<file path="src/lcd_pkg.sv">
// shared constants, bus types and the panel init table, imported by the lcd controller modules
package lcd_pkg;

    localparam int COORD_W = 9;             // 0..511 covers 320x480
    localparam int H_RES   = 320;
    localparam int V_RES   = 480;

    // panel command bytes
    localparam logic [7:0] CMD_CASET = 8'h2A;
    localparam logic [7:0] CMD_PASET = 8'h2B;
    localparam logic [7:0] CMD_RAMWR = 8'h2C;
    localparam logic [7:0] CMD_RDID  = 8'hD3;

    // strobe phase lengths in pclk cycles
    localparam int WR_LOW_CYC  = 2;
    localparam int WR_HIGH_CYC = 2;
    localparam int RD_LOW_CYC  = 4;
    localparam int RD_HIGH_CYC = 2;
    localparam int PHASE_W     = 3;         // holds the longest phase count

    localparam int RST_HOLD_CYC   = 16;
    localparam int INIT_LEN       = 8;
    localparam int FILL_CMD_WORDS = 11;     // caset + 4, paset + 4, ramwr

    // arbiter grant codes
    localparam logic [1:0] GNT_INIT = 2'd0;
    localparam logic [1:0] GNT_FILL = 2'd1;
    localparam logic [1:0] GNT_ID   = 2'd2;

    typedef struct packed {
        logic [4:0] r;
        logic [5:0] g;
        logic [4:0] b;
    } rgb565_t;

    typedef struct packed {
        logic [7:0] r;
        logic [7:0] g;
        logic [7:0] b;
    } rgb888_t;

    // one bus word, read as a command byte or as a pixel depending on rs
    typedef union packed {
        struct packed {
            logic [7:0] pad;
            logic [7:0] opcode;
        } cmd;
        rgb565_t pix;
    } lcd_word_u;

    typedef struct packed {
        logic       rs;                     // 1 = data byte
        logic [7:0] data;
    } init_entry_t;

    typedef struct packed {
        logic [COORD_W-1:0] x0;
        logic [COORD_W-1:0] y0;
        logic [COORD_W-1:0] x1;
        logic [COORD_W-1:0] y1;
        rgb888_t            color;
    } fill_req_t;

    typedef struct packed {
        logic      rs;                      // 0 command, 1 data
        logic      rd;                      // read cycle
        lcd_word_u word;
    } bus_req_t;

    // sleep out, 16 bpp, scan direction, inversion control, display on
    localparam init_entry_t INIT_TABLE [INIT_LEN] = '{
        '{1'b0, 8'h11},
        '{1'b0, 8'h3A},
        '{1'b1, 8'h55},
        '{1'b0, 8'h36},
        '{1'b1, 8'h48},
        '{1'b0, 8'hB4},
        '{1'b1, 8'h02},
        '{1'b0, 8'h29}
    };

endpackage

</file>
<file path="src/lcd_init_seq.sv">
// panel reset hold followed by the fixed init table, owns the bus until init done
module lcd_init_seq import lcd_pkg::*; (
    input  logic     pclk,
    input  logic     rst_n,
    input  logic     done_i,
    output logic     lcd_rst_o,
    output logic     issue_o,
    output bus_req_t req_o,
    output logic     init_done_o
);

    logic [$clog2(RST_HOLD_CYC)-1:0] hold_cnt;
    logic [$clog2(INIT_LEN)-1:0]     idx;
    logic                            rst_rel;   // panel reset released
    logic                            pend;      // word to issue this cycle
    logic                            init_done;

    always_ff @(posedge pclk) begin
        if (!rst_n) begin
            hold_cnt  <= '0;
            idx       <= '0;
            rst_rel   <= 1'b0;
            pend      <= 1'b0;
            init_done <= 1'b0;
        end else begin
            pend <= 1'b0;
            if (!rst_rel) begin
                hold_cnt <= hold_cnt + 1'b1;
                if (hold_cnt == ($clog2(RST_HOLD_CYC))'(RST_HOLD_CYC - 1)) begin
                    rst_rel <= 1'b1;
                    pend    <= 1'b1;    // first entry right after release
                end
            end else if (done_i && !init_done) begin
                if (idx == ($clog2(INIT_LEN))'(INIT_LEN - 1)) begin
                    init_done <= 1'b1;
                end else begin
                    idx  <= idx + 1'b1;
                    pend <= 1'b1;
                end
            end
        end
    end

    // table entry onto the bus, rs straight from the entry
    always_comb begin
        req_o                 = '0;
        req_o.rs              = INIT_TABLE[idx].rs;
        req_o.word.cmd.opcode = INIT_TABLE[idx].data;
    end

    assign issue_o     = pend;
    assign lcd_rst_o   = rst_rel;
    assign init_done_o = init_done;

endmodule

</file>
<file path="src/lcd_fill_engine.sv">
// rectangle fill, emits the column/page window, ramwr and one rgb565 word per pixel
module lcd_fill_engine import lcd_pkg::*; (
    input  logic      pclk,
    input  logic      rst_n,
    input  logic      start_i,
    input  fill_req_t fill_i,
    input  logic      done_i,
    output logic      issue_o,
    output bus_req_t  req_o,
    output logic      fill_done_o,
    output logic      busy_o
);

    logic [COORD_W-1:0]   cx0, cx1, cy0, cy1;   // clamped corners
    logic [COORD_W-1:0]   nx0, nx1, ny0, ny1;   // normalised corners
    logic [2*COORD_W-1:0] area;
    logic [COORD_W-1:0]   x0_q, x1_q, y0_q, y1_q;
    rgb565_t              color_q;
    logic [15:0]          x0_w, x1_w, y0_w, y1_w;
    logic [3:0]           step;
    logic [2*COORD_W-1:0] pix_cnt;
    logic                 busy, pend, fill_done;

    always_comb begin
        cx0 = (fill_i.x0 > COORD_W'(H_RES - 1)) ? COORD_W'(H_RES - 1) : fill_i.x0;
        cx1 = (fill_i.x1 > COORD_W'(H_RES - 1)) ? COORD_W'(H_RES - 1) : fill_i.x1;
        cy0 = (fill_i.y0 > COORD_W'(V_RES - 1)) ? COORD_W'(V_RES - 1) : fill_i.y0;
        cy1 = (fill_i.y1 > COORD_W'(V_RES - 1)) ? COORD_W'(V_RES - 1) : fill_i.y1;
        nx0 = (cx1 < cx0) ? cx1 : cx0;
        nx1 = (cx1 < cx0) ? cx0 : cx1;
        ny0 = (cy1 < cy0) ? cy1 : cy0;
        ny1 = (cy1 < cy0) ? cy0 : cy1;
        area = ((2*COORD_W)'(nx1 - nx0) + 1'b1) * ((2*COORD_W)'(ny1 - ny0) + 1'b1);
    end

    // request payload, loaded on accepted start
    always_ff @(posedge pclk) begin
        if (start_i && !busy) begin
            x0_q    <= nx0;
            x1_q    <= nx1;
            y0_q    <= ny0;
            y1_q    <= ny1;
            color_q <= '{fill_i.color.r[7:3], fill_i.color.g[7:2], fill_i.color.b[7:3]};
        end
    end

    always_ff @(posedge pclk) begin
        if (!rst_n) begin
            busy      <= 1'b0;
            pend      <= 1'b0;
            step      <= '0;
            pix_cnt   <= '0;
            fill_done <= 1'b0;
        end else begin
            pend      <= 1'b0;
            fill_done <= 1'b0;
            if (!busy) begin
                if (start_i) begin
                    busy    <= 1'b1;
                    pend    <= 1'b1;
                    step    <= '0;
                    pix_cnt <= area;
                end
            end else if (done_i) begin
                if (step != 4'(FILL_CMD_WORDS)) begin
                    step <= step + 1'b1;    // last step value means pixel phase
                    pend <= 1'b1;
                end else if (pix_cnt == 1) begin
                    busy      <= 1'b0;
                    fill_done <= 1'b1;
                end else begin
                    pix_cnt <= pix_cnt - 1'b1;
                    pend    <= 1'b1;
                end
            end
        end
    end

    assign x0_w = 16'(x0_q);
    assign x1_w = 16'(x1_q);
    assign y0_w = 16'(y0_q);
    assign y1_w = 16'(y1_q);

    always_comb begin
        req_o    = '0;
        req_o.rs = 1'b1;
        case (step)
            4'd0:    begin req_o.rs = 1'b0; req_o.word.cmd.opcode = CMD_CASET; end
            4'd1:    req_o.word.cmd.opcode = x0_w[15:8];
            4'd2:    req_o.word.cmd.opcode = x0_w[7:0];
            4'd3:    req_o.word.cmd.opcode = x1_w[15:8];
            4'd4:    req_o.word.cmd.opcode = x1_w[7:0];
            4'd5:    begin req_o.rs = 1'b0; req_o.word.cmd.opcode = CMD_PASET; end
            4'd6:    req_o.word.cmd.opcode = y0_w[15:8];
            4'd7:    req_o.word.cmd.opcode = y0_w[7:0];
            4'd8:    req_o.word.cmd.opcode = y1_w[15:8];
            4'd9:    req_o.word.cmd.opcode = y1_w[7:0];
            4'd10:   begin req_o.rs = 1'b0; req_o.word.cmd.opcode = CMD_RAMWR; end
            default: req_o.word.pix = color_q;
        endcase
    end

    assign issue_o     = pend;
    assign fill_done_o = fill_done;
    assign busy_o      = busy;

endmodule

</file>
<file path="src/lcd_id_reader.sv">
// read-id sequence, one command write and four reads, returns the 24-bit panel id
module lcd_id_reader import lcd_pkg::*; (
    input  logic        pclk,
    input  logic        rst_n,
    input  logic        start_i,
    input  logic        done_i,
    input  logic [15:0] rdata_i,
    output logic        issue_o,
    output bus_req_t    req_o,
    output logic [23:0] id_o,
    output logic        id_valid_o,
    output logic        busy_o
);

    logic [2:0]  cnt;       // 0 = command, 1..4 = reads
    logic        busy, pend, id_valid;
    logic [23:0] id_q;

    always_ff @(posedge pclk) begin
        if (!rst_n) begin
            cnt      <= '0;
            busy     <= 1'b0;
            pend     <= 1'b0;
            id_valid <= 1'b0;
        end else begin
            pend     <= 1'b0;
            id_valid <= 1'b0;
            if (!busy) begin
                if (start_i) begin
                    busy <= 1'b1;
                    pend <= 1'b1;
                    cnt  <= '0;
                end
            end else if (done_i) begin
                if (cnt == 3'd4) begin
                    busy     <= 1'b0;
                    id_valid <= 1'b1;
                end else begin
                    cnt  <= cnt + 1'b1;
                    pend <= 1'b1;
                end
            end
        end
    end

    // first read is a dummy, the next three hold the id
    always_ff @(posedge pclk) begin
        if (busy && done_i && cnt >= 3'd2) begin
            id_q <= {id_q[15:0], rdata_i[7:0]};
        end
    end

    always_comb begin
        req_o = '0;
        if (cnt == 3'd0) begin
            req_o.word.cmd.opcode = CMD_RDID;
        end else begin
            req_o.rs = 1'b1;
            req_o.rd = 1'b1;
        end
    end

    assign issue_o    = pend;
    assign id_o       = id_q;
    assign id_valid_o = id_valid;
    assign busy_o     = busy;

endmodule

</file>
<file path="src/lcd_bus_arbiter.sv">
// start gating, bus lock and word/done routing between init, fill and id sources
module lcd_bus_arbiter import lcd_pkg::*; (
    input  logic     pclk,
    input  logic     rst_n,
    input  logic     init_done_i,
    input  logic     fill_start_i,
    input  logic     id_start_i,
    input  logic     fill_busy_i,
    input  logic     id_busy_i,
    output logic     fill_start_o,
    output logic     id_start_o,
    input  logic     init_issue_i,
    input  logic     fill_issue_i,
    input  logic     id_issue_i,
    input  bus_req_t init_req_i,
    input  bus_req_t fill_req_i,
    input  bus_req_t id_req_i,
    output logic     issue_o,
    output bus_req_t req_o,
    input  logic     done_i,
    output logic     init_done_o,
    output logic     fill_done_o,
    output logic     id_done_o
);

    logic [1:0] grant;
    logic       lock;
    logic       lock_busy;

    // fill wins a tie, anything not forwarded is dropped
    assign fill_start_o = fill_start_i && init_done_i && !lock;
    assign id_start_o   = id_start_i && init_done_i && !lock && !fill_start_i;

    assign lock_busy = (grant == GNT_FILL) ? fill_busy_i : id_busy_i;

    always_ff @(posedge pclk) begin
        if (!rst_n) begin
            grant <= GNT_INIT;
            lock  <= 1'b0;
        end else if (fill_start_o) begin
            grant <= GNT_FILL;
            lock  <= 1'b1;
        end else if (id_start_o) begin
            grant <= GNT_ID;
            lock  <= 1'b1;
        end else if (lock && !lock_busy) begin
            lock <= 1'b0;   // owner finished
        end
    end

    always_comb begin
        case (grant)
            GNT_FILL: begin issue_o = fill_issue_i; req_o = fill_req_i; end
            GNT_ID:   begin issue_o = id_issue_i;   req_o = id_req_i;   end
            default:  begin issue_o = init_issue_i; req_o = init_req_i; end
        endcase
    end

    assign init_done_o = done_i && (grant == GNT_INIT);
    assign fill_done_o = done_i && (grant == GNT_FILL);
    assign id_done_o   = done_i && (grant == GNT_ID);

endmodule

</file>
<file path="src/lcd_bus_timing.sv">
// 8080 bus cycle generator, one word per issue with fixed strobe low and high phases
module lcd_bus_timing import lcd_pkg::*; (
    input  logic        pclk,
    input  logic        rst_n,
    input  logic        issue_i,
    input  bus_req_t    req_i,
    input  logic [15:0] lcd_data_i,
    output logic        lcd_cs_o,
    output logic        lcd_rs_o,
    output logic        lcd_wr_o,
    output logic        lcd_rd_o,
    output logic        lcd_data_oe_o,
    output logic [15:0] lcd_data_o,
    output logic        done_o,
    output logic [15:0] rdata_o
);

    bus_req_t             req_q;
    logic                 busy;
    logic [PHASE_W-1:0]   cnt;
    logic [PHASE_W-1:0]   last_cnt;
    logic                 last;
    logic [15:0]          din_q;    // input flop on the pad side
    logic [15:0]          rdata_q;

    assign last_cnt = req_q.rd ? PHASE_W'(RD_LOW_CYC + RD_HIGH_CYC - 1)
                               : PHASE_W'(WR_LOW_CYC + WR_HIGH_CYC - 1);
    assign last     = busy && (cnt == last_cnt);

    always_ff @(posedge pclk) begin
        if (!rst_n) begin
            busy <= 1'b0;
            cnt  <= '0;
        end else if (!busy) begin
            busy <= issue_i;
            cnt  <= '0;
        end else if (last) begin
            busy <= 1'b0;
        end else begin
            cnt <= cnt + 1'b1;
        end
    end

    always_ff @(posedge pclk) begin
        if (issue_i && !busy) begin
            req_q <= req_i;
        end
    end

    always_ff @(posedge pclk) begin
        din_q <= lcd_data_i;
        // din_q now holds the pin value from the last low cycle
        if (busy && req_q.rd && cnt == PHASE_W'(RD_LOW_CYC)) begin
            rdata_q <= din_q;
        end
    end

    assign lcd_cs_o      = !busy;
    assign lcd_rs_o      = busy ? req_q.rs : 1'b1;
    assign lcd_wr_o      = !(busy && !req_q.rd && cnt < PHASE_W'(WR_LOW_CYC));
    assign lcd_rd_o      = !(busy && req_q.rd && cnt < PHASE_W'(RD_LOW_CYC));
    assign lcd_data_oe_o = busy && !req_q.rd;
    assign lcd_data_o    = lcd_data_oe_o ? req_q.word : 16'h0000;
    assign done_o        = last;
    assign rdata_o       = rdata_q;

endmodule

</file>
<file path="src/lcd_top.sv">
// lcd controller top, connects init, fill, id, arbiter and bus timing stages
module lcd_top import lcd_pkg::*; (
    input  logic        pclk,
    input  logic        rst_n,
    input  logic        fill_start_i,
    input  fill_req_t   fill_i,
    input  logic        id_start_i,
    input  logic [15:0] lcd_data_i,
    output logic        lcd_rst_o,
    output logic        lcd_cs_o,
    output logic        lcd_rs_o,
    output logic        lcd_wr_o,
    output logic        lcd_rd_o,
    output logic        lcd_data_oe_o,
    output logic [15:0] lcd_data_o,
    output logic        init_done_o,
    output logic        fill_done_o,
    output logic        id_valid_o,
    output logic [23:0] id_o
);

    logic        init_issue, fill_issue, id_issue, bus_issue;
    bus_req_t    init_req, fill_req, id_req, bus_req;
    logic        init_wdone, fill_wdone, id_wdone, bus_done;
    logic        fill_go, id_go;        // forwarded starts
    logic        fill_busy, id_busy;
    logic [15:0] bus_rdata;

    lcd_init_seq u_init (
        .pclk        (pclk),
        .rst_n       (rst_n),
        .done_i      (init_wdone),
        .lcd_rst_o   (lcd_rst_o),
        .issue_o     (init_issue),
        .req_o       (init_req),
        .init_done_o (init_done_o)
    );

    lcd_fill_engine u_fill (
        .pclk        (pclk),
        .rst_n       (rst_n),
        .start_i     (fill_go),
        .fill_i      (fill_i),
        .done_i      (fill_wdone),
        .issue_o     (fill_issue),
        .req_o       (fill_req),
        .fill_done_o (fill_done_o),
        .busy_o      (fill_busy)
    );

    lcd_id_reader u_id (
        .pclk       (pclk),
        .rst_n      (rst_n),
        .start_i    (id_go),
        .done_i     (id_wdone),
        .rdata_i    (bus_rdata),
        .issue_o    (id_issue),
        .req_o      (id_req),
        .id_o       (id_o),
        .id_valid_o (id_valid_o),
        .busy_o     (id_busy)
    );

    lcd_bus_arbiter u_arb (
        .pclk         (pclk),
        .rst_n        (rst_n),
        .init_done_i  (init_done_o),
        .fill_start_i (fill_start_i),
        .id_start_i   (id_start_i),
        .fill_busy_i  (fill_busy),
        .id_busy_i    (id_busy),
        .fill_start_o (fill_go),
        .id_start_o   (id_go),
        .init_issue_i (init_issue),
        .fill_issue_i (fill_issue),
        .id_issue_i   (id_issue),
        .init_req_i   (init_req),
        .fill_req_i   (fill_req),
        .id_req_i     (id_req),
        .issue_o      (bus_issue),
        .req_o        (bus_req),
        .done_i       (bus_done),
        .init_done_o  (init_wdone),
        .fill_done_o  (fill_wdone),
        .id_done_o    (id_wdone)
    );

    lcd_bus_timing u_bus (
        .pclk          (pclk),
        .rst_n         (rst_n),
        .issue_i       (bus_issue),
        .req_i         (bus_req),
        .lcd_data_i    (lcd_data_i),
        .lcd_cs_o      (lcd_cs_o),
        .lcd_rs_o      (lcd_rs_o),
        .lcd_wr_o      (lcd_wr_o),
        .lcd_rd_o      (lcd_rd_o),
        .lcd_data_oe_o (lcd_data_oe_o),
        .lcd_data_o    (lcd_data_o),
        .done_o        (bus_done),
        .rdata_o       (bus_rdata)
    );

endmodule

</file>
<file path="config.mk">
export PLATFORM = sky130hd
export DESIGN_NAME = lcd_top
export DESIGN_NICKNAME = d
export VERILOG_FILES = /design/src/lcd_pkg.sv /design/src/lcd_init_seq.sv /design/src/lcd_fill_engine.sv /design/src/lcd_id_reader.sv /design/src/lcd_bus_arbiter.sv /design/src/lcd_bus_timing.sv /design/src/lcd_top.sv
export SDC_FILE = /design/constraint.sdc
export NUM_CORES = 1
export LEC_CHECK = 0
export BUFFER_PORTS_ARGS = -buffer_cell sky130_fd_sc_hd__buf_2
export CORE_ASPECT_RATIO = 0.6
export CORE_MARGIN = 10
export CORE_UTILIZATION = 39
export DETAILED_ROUTE_END_ITERATION = 16
export GPL_ROUTABILITY_DRIVEN = 0
export PLACE_DENSITY = 0.64
export SLEW_MARGIN = 20
export SYNTH_ARGS = -nofsm -noshare
export SYNTH_HDL_FRONTEND = slang
export SYNTH_HIERARCHICAL = 1
export SYNTH_SLANG_ARGS = --single-unit
</file>
<file path="constraint.sdc">
create_clock -name pclk -period 26.6 [get_ports pclk]
set_input_delay 7.98 -clock pclk [delete_from_list [all_inputs] [get_ports pclk]]
set_output_delay 7.98 -clock pclk [all_outputs]
set_load 0.005 [all_outputs]
</file>
* Word level (Yosys, flattened, before mapping)
Memories as Yosys holds them, arrays and structs flattened.
Cells that the tools add are included.
** Cells by class
- Multiplexer cells :: 61
- Reductions and logical operators :: 47
- Equality and inequality tests :: 25
- $mul :: 1
- Order comparisons :: 10
- Add/subtract/negate cells :: 10
- Bitwise logic cells :: 5
** Operators by type and width (number)
- $mux W18 :: 5
- $mux W9 :: 10
- $pmux W8 S11 :: 1
- $add A18 B1 Y18 const B :: 2
- $gt A9 B9 Y1 const B :: 4
- $pmux W18 S2 :: 1
- $mux W1 :: 30
- $logic_and A1 B1 Y1 :: 20
- $sub A9 B9 Y10 :: 2
- $eq A18 B1 Y1 const B :: 1
- $lt A9 B9 Y1 :: 2
- $mul A18 B18 Y18 :: 1
- $sub A18 B1 Y18 const B :: 1
- $eq A4 B3 Y1 const B :: 4
- $eq A4 B4 Y1 const B :: 4
- $mux W16 :: 1
- $mux W4 :: 4
- $mux W8 :: 2
- $mux W3 :: 5
- $reduce_and A3 Y1 :: 5
- $reduce_or A11 Y1 :: 1
- $ne A2 B2 Y1 const B :: 5
- $add A3 B1 Y3 const B :: 3
- $eq A3 B3 Y1 const B :: 3
- 27 further kinds :: 42
** Storage, ports and cells
- Memories kept :: 1
- ROM bits :: 72
- Bits in registers :: 158
- Logic and storage cells :: 192
** Memories
- (name not given) :: words 8, bits a word 9, read ports 1, clocked after Yosys merged registers in 0, wr ports 0, line lcd_init_seq.sv:47 : req_o.rs = INIT_TABLE[idx].rs;

* Depth between registers and ports, before layout
- Word-level depth :: 9
- Depth in mapped cells :: 42
- Depth with buffers taken out :: 38

* Modules after synthesis
Netlist, hierarchy kept.
** By module, submodules not included
- lcd_fill_engine :: area an instance 9878.2 sq um, instances 1, cells each 1173
- lcd_bus_timing :: area an instance 1714.1 sq um, instances 1, cells each 98
- lcd_id_reader :: area an instance 1146.1 sq um, instances 1, cells each 74
- lcd_init_seq :: area an instance 616.8 sq um, instances 1, cells each 71
- lcd_bus_arbiter :: area an instance 586.8 sq um, instances 1, cells each 88

* Least setup slack after synthesis
Ideal clock, no wire load.
- Path kind :: input to register
- Start point :: input fill_i[30] in the netlist's numbering
- End point :: register u_fill.pix_cnt[17]
- Setup slack :: 9.630 ns
- Stages :: 37
- Arrival :: 16.801 ns
- Path through :: buf_4 -> a41oi_1 -> inv_1 -> ha_1 -> buf_2 -> nand3b_1 -> a311oi_2 -> o31a_1 -> buf_4 -> clkbuf_1 -> a21boi_0 -> ha_1 -> a221o_1 -> a21oi_2 -> o221ai_1 -> a21oi_2 -> xor2_2 -> nor4_1 -> xnor2_1 -> nand2b_1 -> fa_1 -> fa_1 -> inv_1 -> fa_1 -> fa_1 -> inv_1 -> fa_1 -> inv_1 -> ha_1 -> a21boi_0 -> o31a_1 -> or4_1 -> a31o_2 -> a21oi_1 -> xnor3_1 -> xnor3_1 -> a21oi_1
** On the way
- Word-level cells in the longest chain between the ends :: 9
- Elaborated cells on any way between the ends :: 10
- Classes of those cells :: add/sub: 2; mul: 1; order compare: 2; mux: 5
** Ends and longest elaborated chain
- start: declaration :: line lcd_top.sv:6 : input fill_req_t fill_i,
- $gt A9 B9 Y1 :: line lcd_fill_engine.sv:28 : cy1 = (fill_i.y1 > COORD_W'(V_RES - 1)) ? COORD_W'(V_RES - 1) : fill_i.y1;
- $mux W9 (*) :: line lcd_fill_engine.sv:28
- $lt A9 B9 Y1 :: line lcd_fill_engine.sv:31, lcd_fill_engine.sv:32
- $mux W9 (on tied branches) :: line lcd_fill_engine.sv:32, lcd_fill_engine.sv:31
- $sub A9 B9 Y10 (*) :: line lcd_fill_engine.sv:33 : area = ((2*COORD_W)'(nx1 - nx0) + 1'b1) * ((2*COORD_W)'(ny1 - ny0) + 1'b1);
- $add A18 B1 Y18 (*) :: line lcd_fill_engine.sv:33
- $mul A18 B18 Y18 (*) :: line lcd_fill_engine.sv:33
- $mux W18 (*) :: line lcd_fill_engine.sv:58 : if (start_i) begin
- $mux W18 (*) :: line lcd_fill_engine.sv:57 : if (!busy) begin
- end signal: assignment :: line lcd_fill_engine.sv:62 : pix_cnt <= area;
- end signal: assignment :: line lcd_fill_engine.sv:72 : pix_cnt <= pix_cnt - 1'b1;
- end: declaration :: line lcd_fill_engine.sv:21 : logic [2*COORD_W-1:0] pix_cnt;
Mark *: on every way between the ends. The rest lies on a longest branch, timed or not. The select of a mux whose other input is x is not followed.
A chain may end at the register's enable or synchronous reset.

* Worst setup path in the final report
Same ends and word-level chain as after synthesis.

==> flow_metrics.env <==
export IMPL_critPathBufInv=5
export IMPL_period_needed_ps=18360
export IMPL_grt_pass1_vias=10300
export IMPL_crit_type="input pin to flip-flop"
export IMPL_nets=1809
export IMPL_route_detailed_drc=0
export IMPL_start_util=0.399
export IMPL_worstPathRequired_ps=26880
export IMPL_clock_sinks=158
export IMPL_crit_arrival_ps=18640
export IMPL_grt_overflow=0
export IMPL_hp_class="flip-flop to flip-flop"
export IMPL_wl_per_cell_um=16.8
export IMPL_multiInputGateArea_sq_mm=0.00825
export IMPL_clock_latency_ps=430
export IMPL_avgSynthCellArea_sq_um=9.10
export IMPL_drtIter0Drc=908
export IMPL_fp_row_count=52
export IMPL_cp_start_kind="input pin"
export IMPL_grt_use_total=0.159
export IMPL_hold_viol=0
export IMPL_setup_violations=0
export IMPL_die_area_sq_mm=0.0428
export IMPL_wl_met1_mm=17.0
export IMPL_area_growth_pct=10.2
export IMPL_cts_max_level=4
export IMPL_vias=10600
export IMPL_outcome="complete, no violations"
export IMPL_place_area_sq_mm=0.0143
export IMPL_syn_inst=1488
export IMPL_max_stage_delay_ps=860
export IMPL_clock_fmax_ghz=0.0545
export IMPL_cpLargestDelayFamily="adder cells"
export IMPL_clockBufferDepth=2
export IMPL_grt_setup_unrepaired="false"
export IMPL_die_y_um=164
export IMPL_setup_slack_ps=8240
export IMPL_cts_hold_buf=0
export IMPL_n_fill_cell=3275
export IMPL_antenna_found_initial=1
export IMPL_die_x_um=261
export IMPL_cts_setup_buffers=0
export IMPL_cts_tree="done"
export IMPL_portBuffers=112
export IMPL_io_pins=129
export IMPL_cts_buffers=17
export IMPL_dr_pass1_iters=6
export IMPL_pre_cts_ws_ps=7800
export IMPL_drive_above_1_share=0.129
export IMPL_ys_warn_count=6
export IMPL_slew_headroom=0.211
export IMPL_synth_area_sq_mm=0.0135
export IMPL_cp_end_kind="flip-flop"
export IMPL_antenna_left=0
export IMPL_core_sq_mm=0.0340
export IMPL_drt_total_wl_mm=34.0
export IMPL_via_per_inst=5.24
export IMPL_setup_tns_ps=0
export IMPL_hpwlAfterDp_mm=26.9
export IMPL_grt_pass1_wl_mm=54.7
export IMPL_met2WireLength_mm=13.9
export IMPL_skew_ps=6.62
export IMPL_finalMaxSlewViolations=0
export IMPL_max_slew_worst_pin_slew_ps=1170
export IMPL_path_max_fanout=30
export IMPL_seqCellArea_sq_mm=0.00418
export IMPL_routed_top_layer="met4"
export IMPL_maxCapViolations=0
export IMPL_worst_path_max_delay_cell="xnor2_1"
export IMPL_final_core_util=0.439
export IMPL_root_buffer="clkbuf_16"
export IMPL_cts_reportedPaths_clkPinSlew_ps=70
export IMPL_finalCritPeriodShare=0.690
export IMPL_wl_met3_mm=2.65
export IMPL_grt_max_degree=59
export IMPL_post_route_cell_area_sq_mm=0.0149
export IMPL_ctsResizeCount=0
## flip-flops by register name (all words and copies together) (netlist names), 4 cells and up
signal / cells
u_fill/x0_q: 9
u_id/id_o: 24
u_fill/y0_q: 9
u_bus/rdata_o: 8
u_fill/step: 4
u_fill/x1_q: 9
u_fill/y1_q: 9
u_init/hold_cnt: 4
u_bus/din_q: 8
u_bus/req_q: 18
u_fill/color_q: 16
u_fill/pix_cnt: 18
## routing by layer
layer  track usage  vias to the layer above
li1              -                     5194
met1         0.237                     5071
met2         0.223                      351
met3        0.0417                       20
met4        0.0358                        0
met5             0                        -
## layout make-up
type	instances	area share
Multi-Input combinational cell	1075	0.553
Sequential cell	158	0.280
Inverter	181	0.0455
Timing Repair Buffer	122	0.0426
Tap cell	459	0.0385
Clock buffer	17	0.0285
Clock inverter	15	0.0108
Antenna cell	1	0.000168
## path summary, 6_finish.rpt
check                          from            endpoint  slack, ps  depth (start not counted)
setup reg to reg  u_fill/pix_cnt[9]  u_fill/pix_cnt[17]      23250                          9
hold / removal       u_bus/din_q[2]    u_bus/rdata_o[2]        400                          0
hold reg to reg      u_bus/din_q[2]    u_bus/rdata_o[2]        400                          0
setup / recovery         fill_i[30]  u_fill/pix_cnt[17]       8240                         36
## layout by cell type (no fill, tap or decap), types with 35 or more instances in the layout
cell / count
edfxtp_1: 102
and2_1: 82
nor2_1: 119
xnor2_1: 35
buf_2: 112
ha_1: 82
fa_1: 92
dfxtp_1: 56
inv_1: 178
a21oi_1: 92
nand2_1: 132
o21ai_0: 62
## metrics by stage
stage	hold WS [ps]	std cells
after floorplan	386	1506
after global placement	387	1995
after detailed placement	389	1995
after CTS	400	2027
after global routing	401	2028
final	401	2028
Power is left out: the tool's default activity adds up to more than one toggle a clock period on the data nets, which glitch-free logic cannot reach.
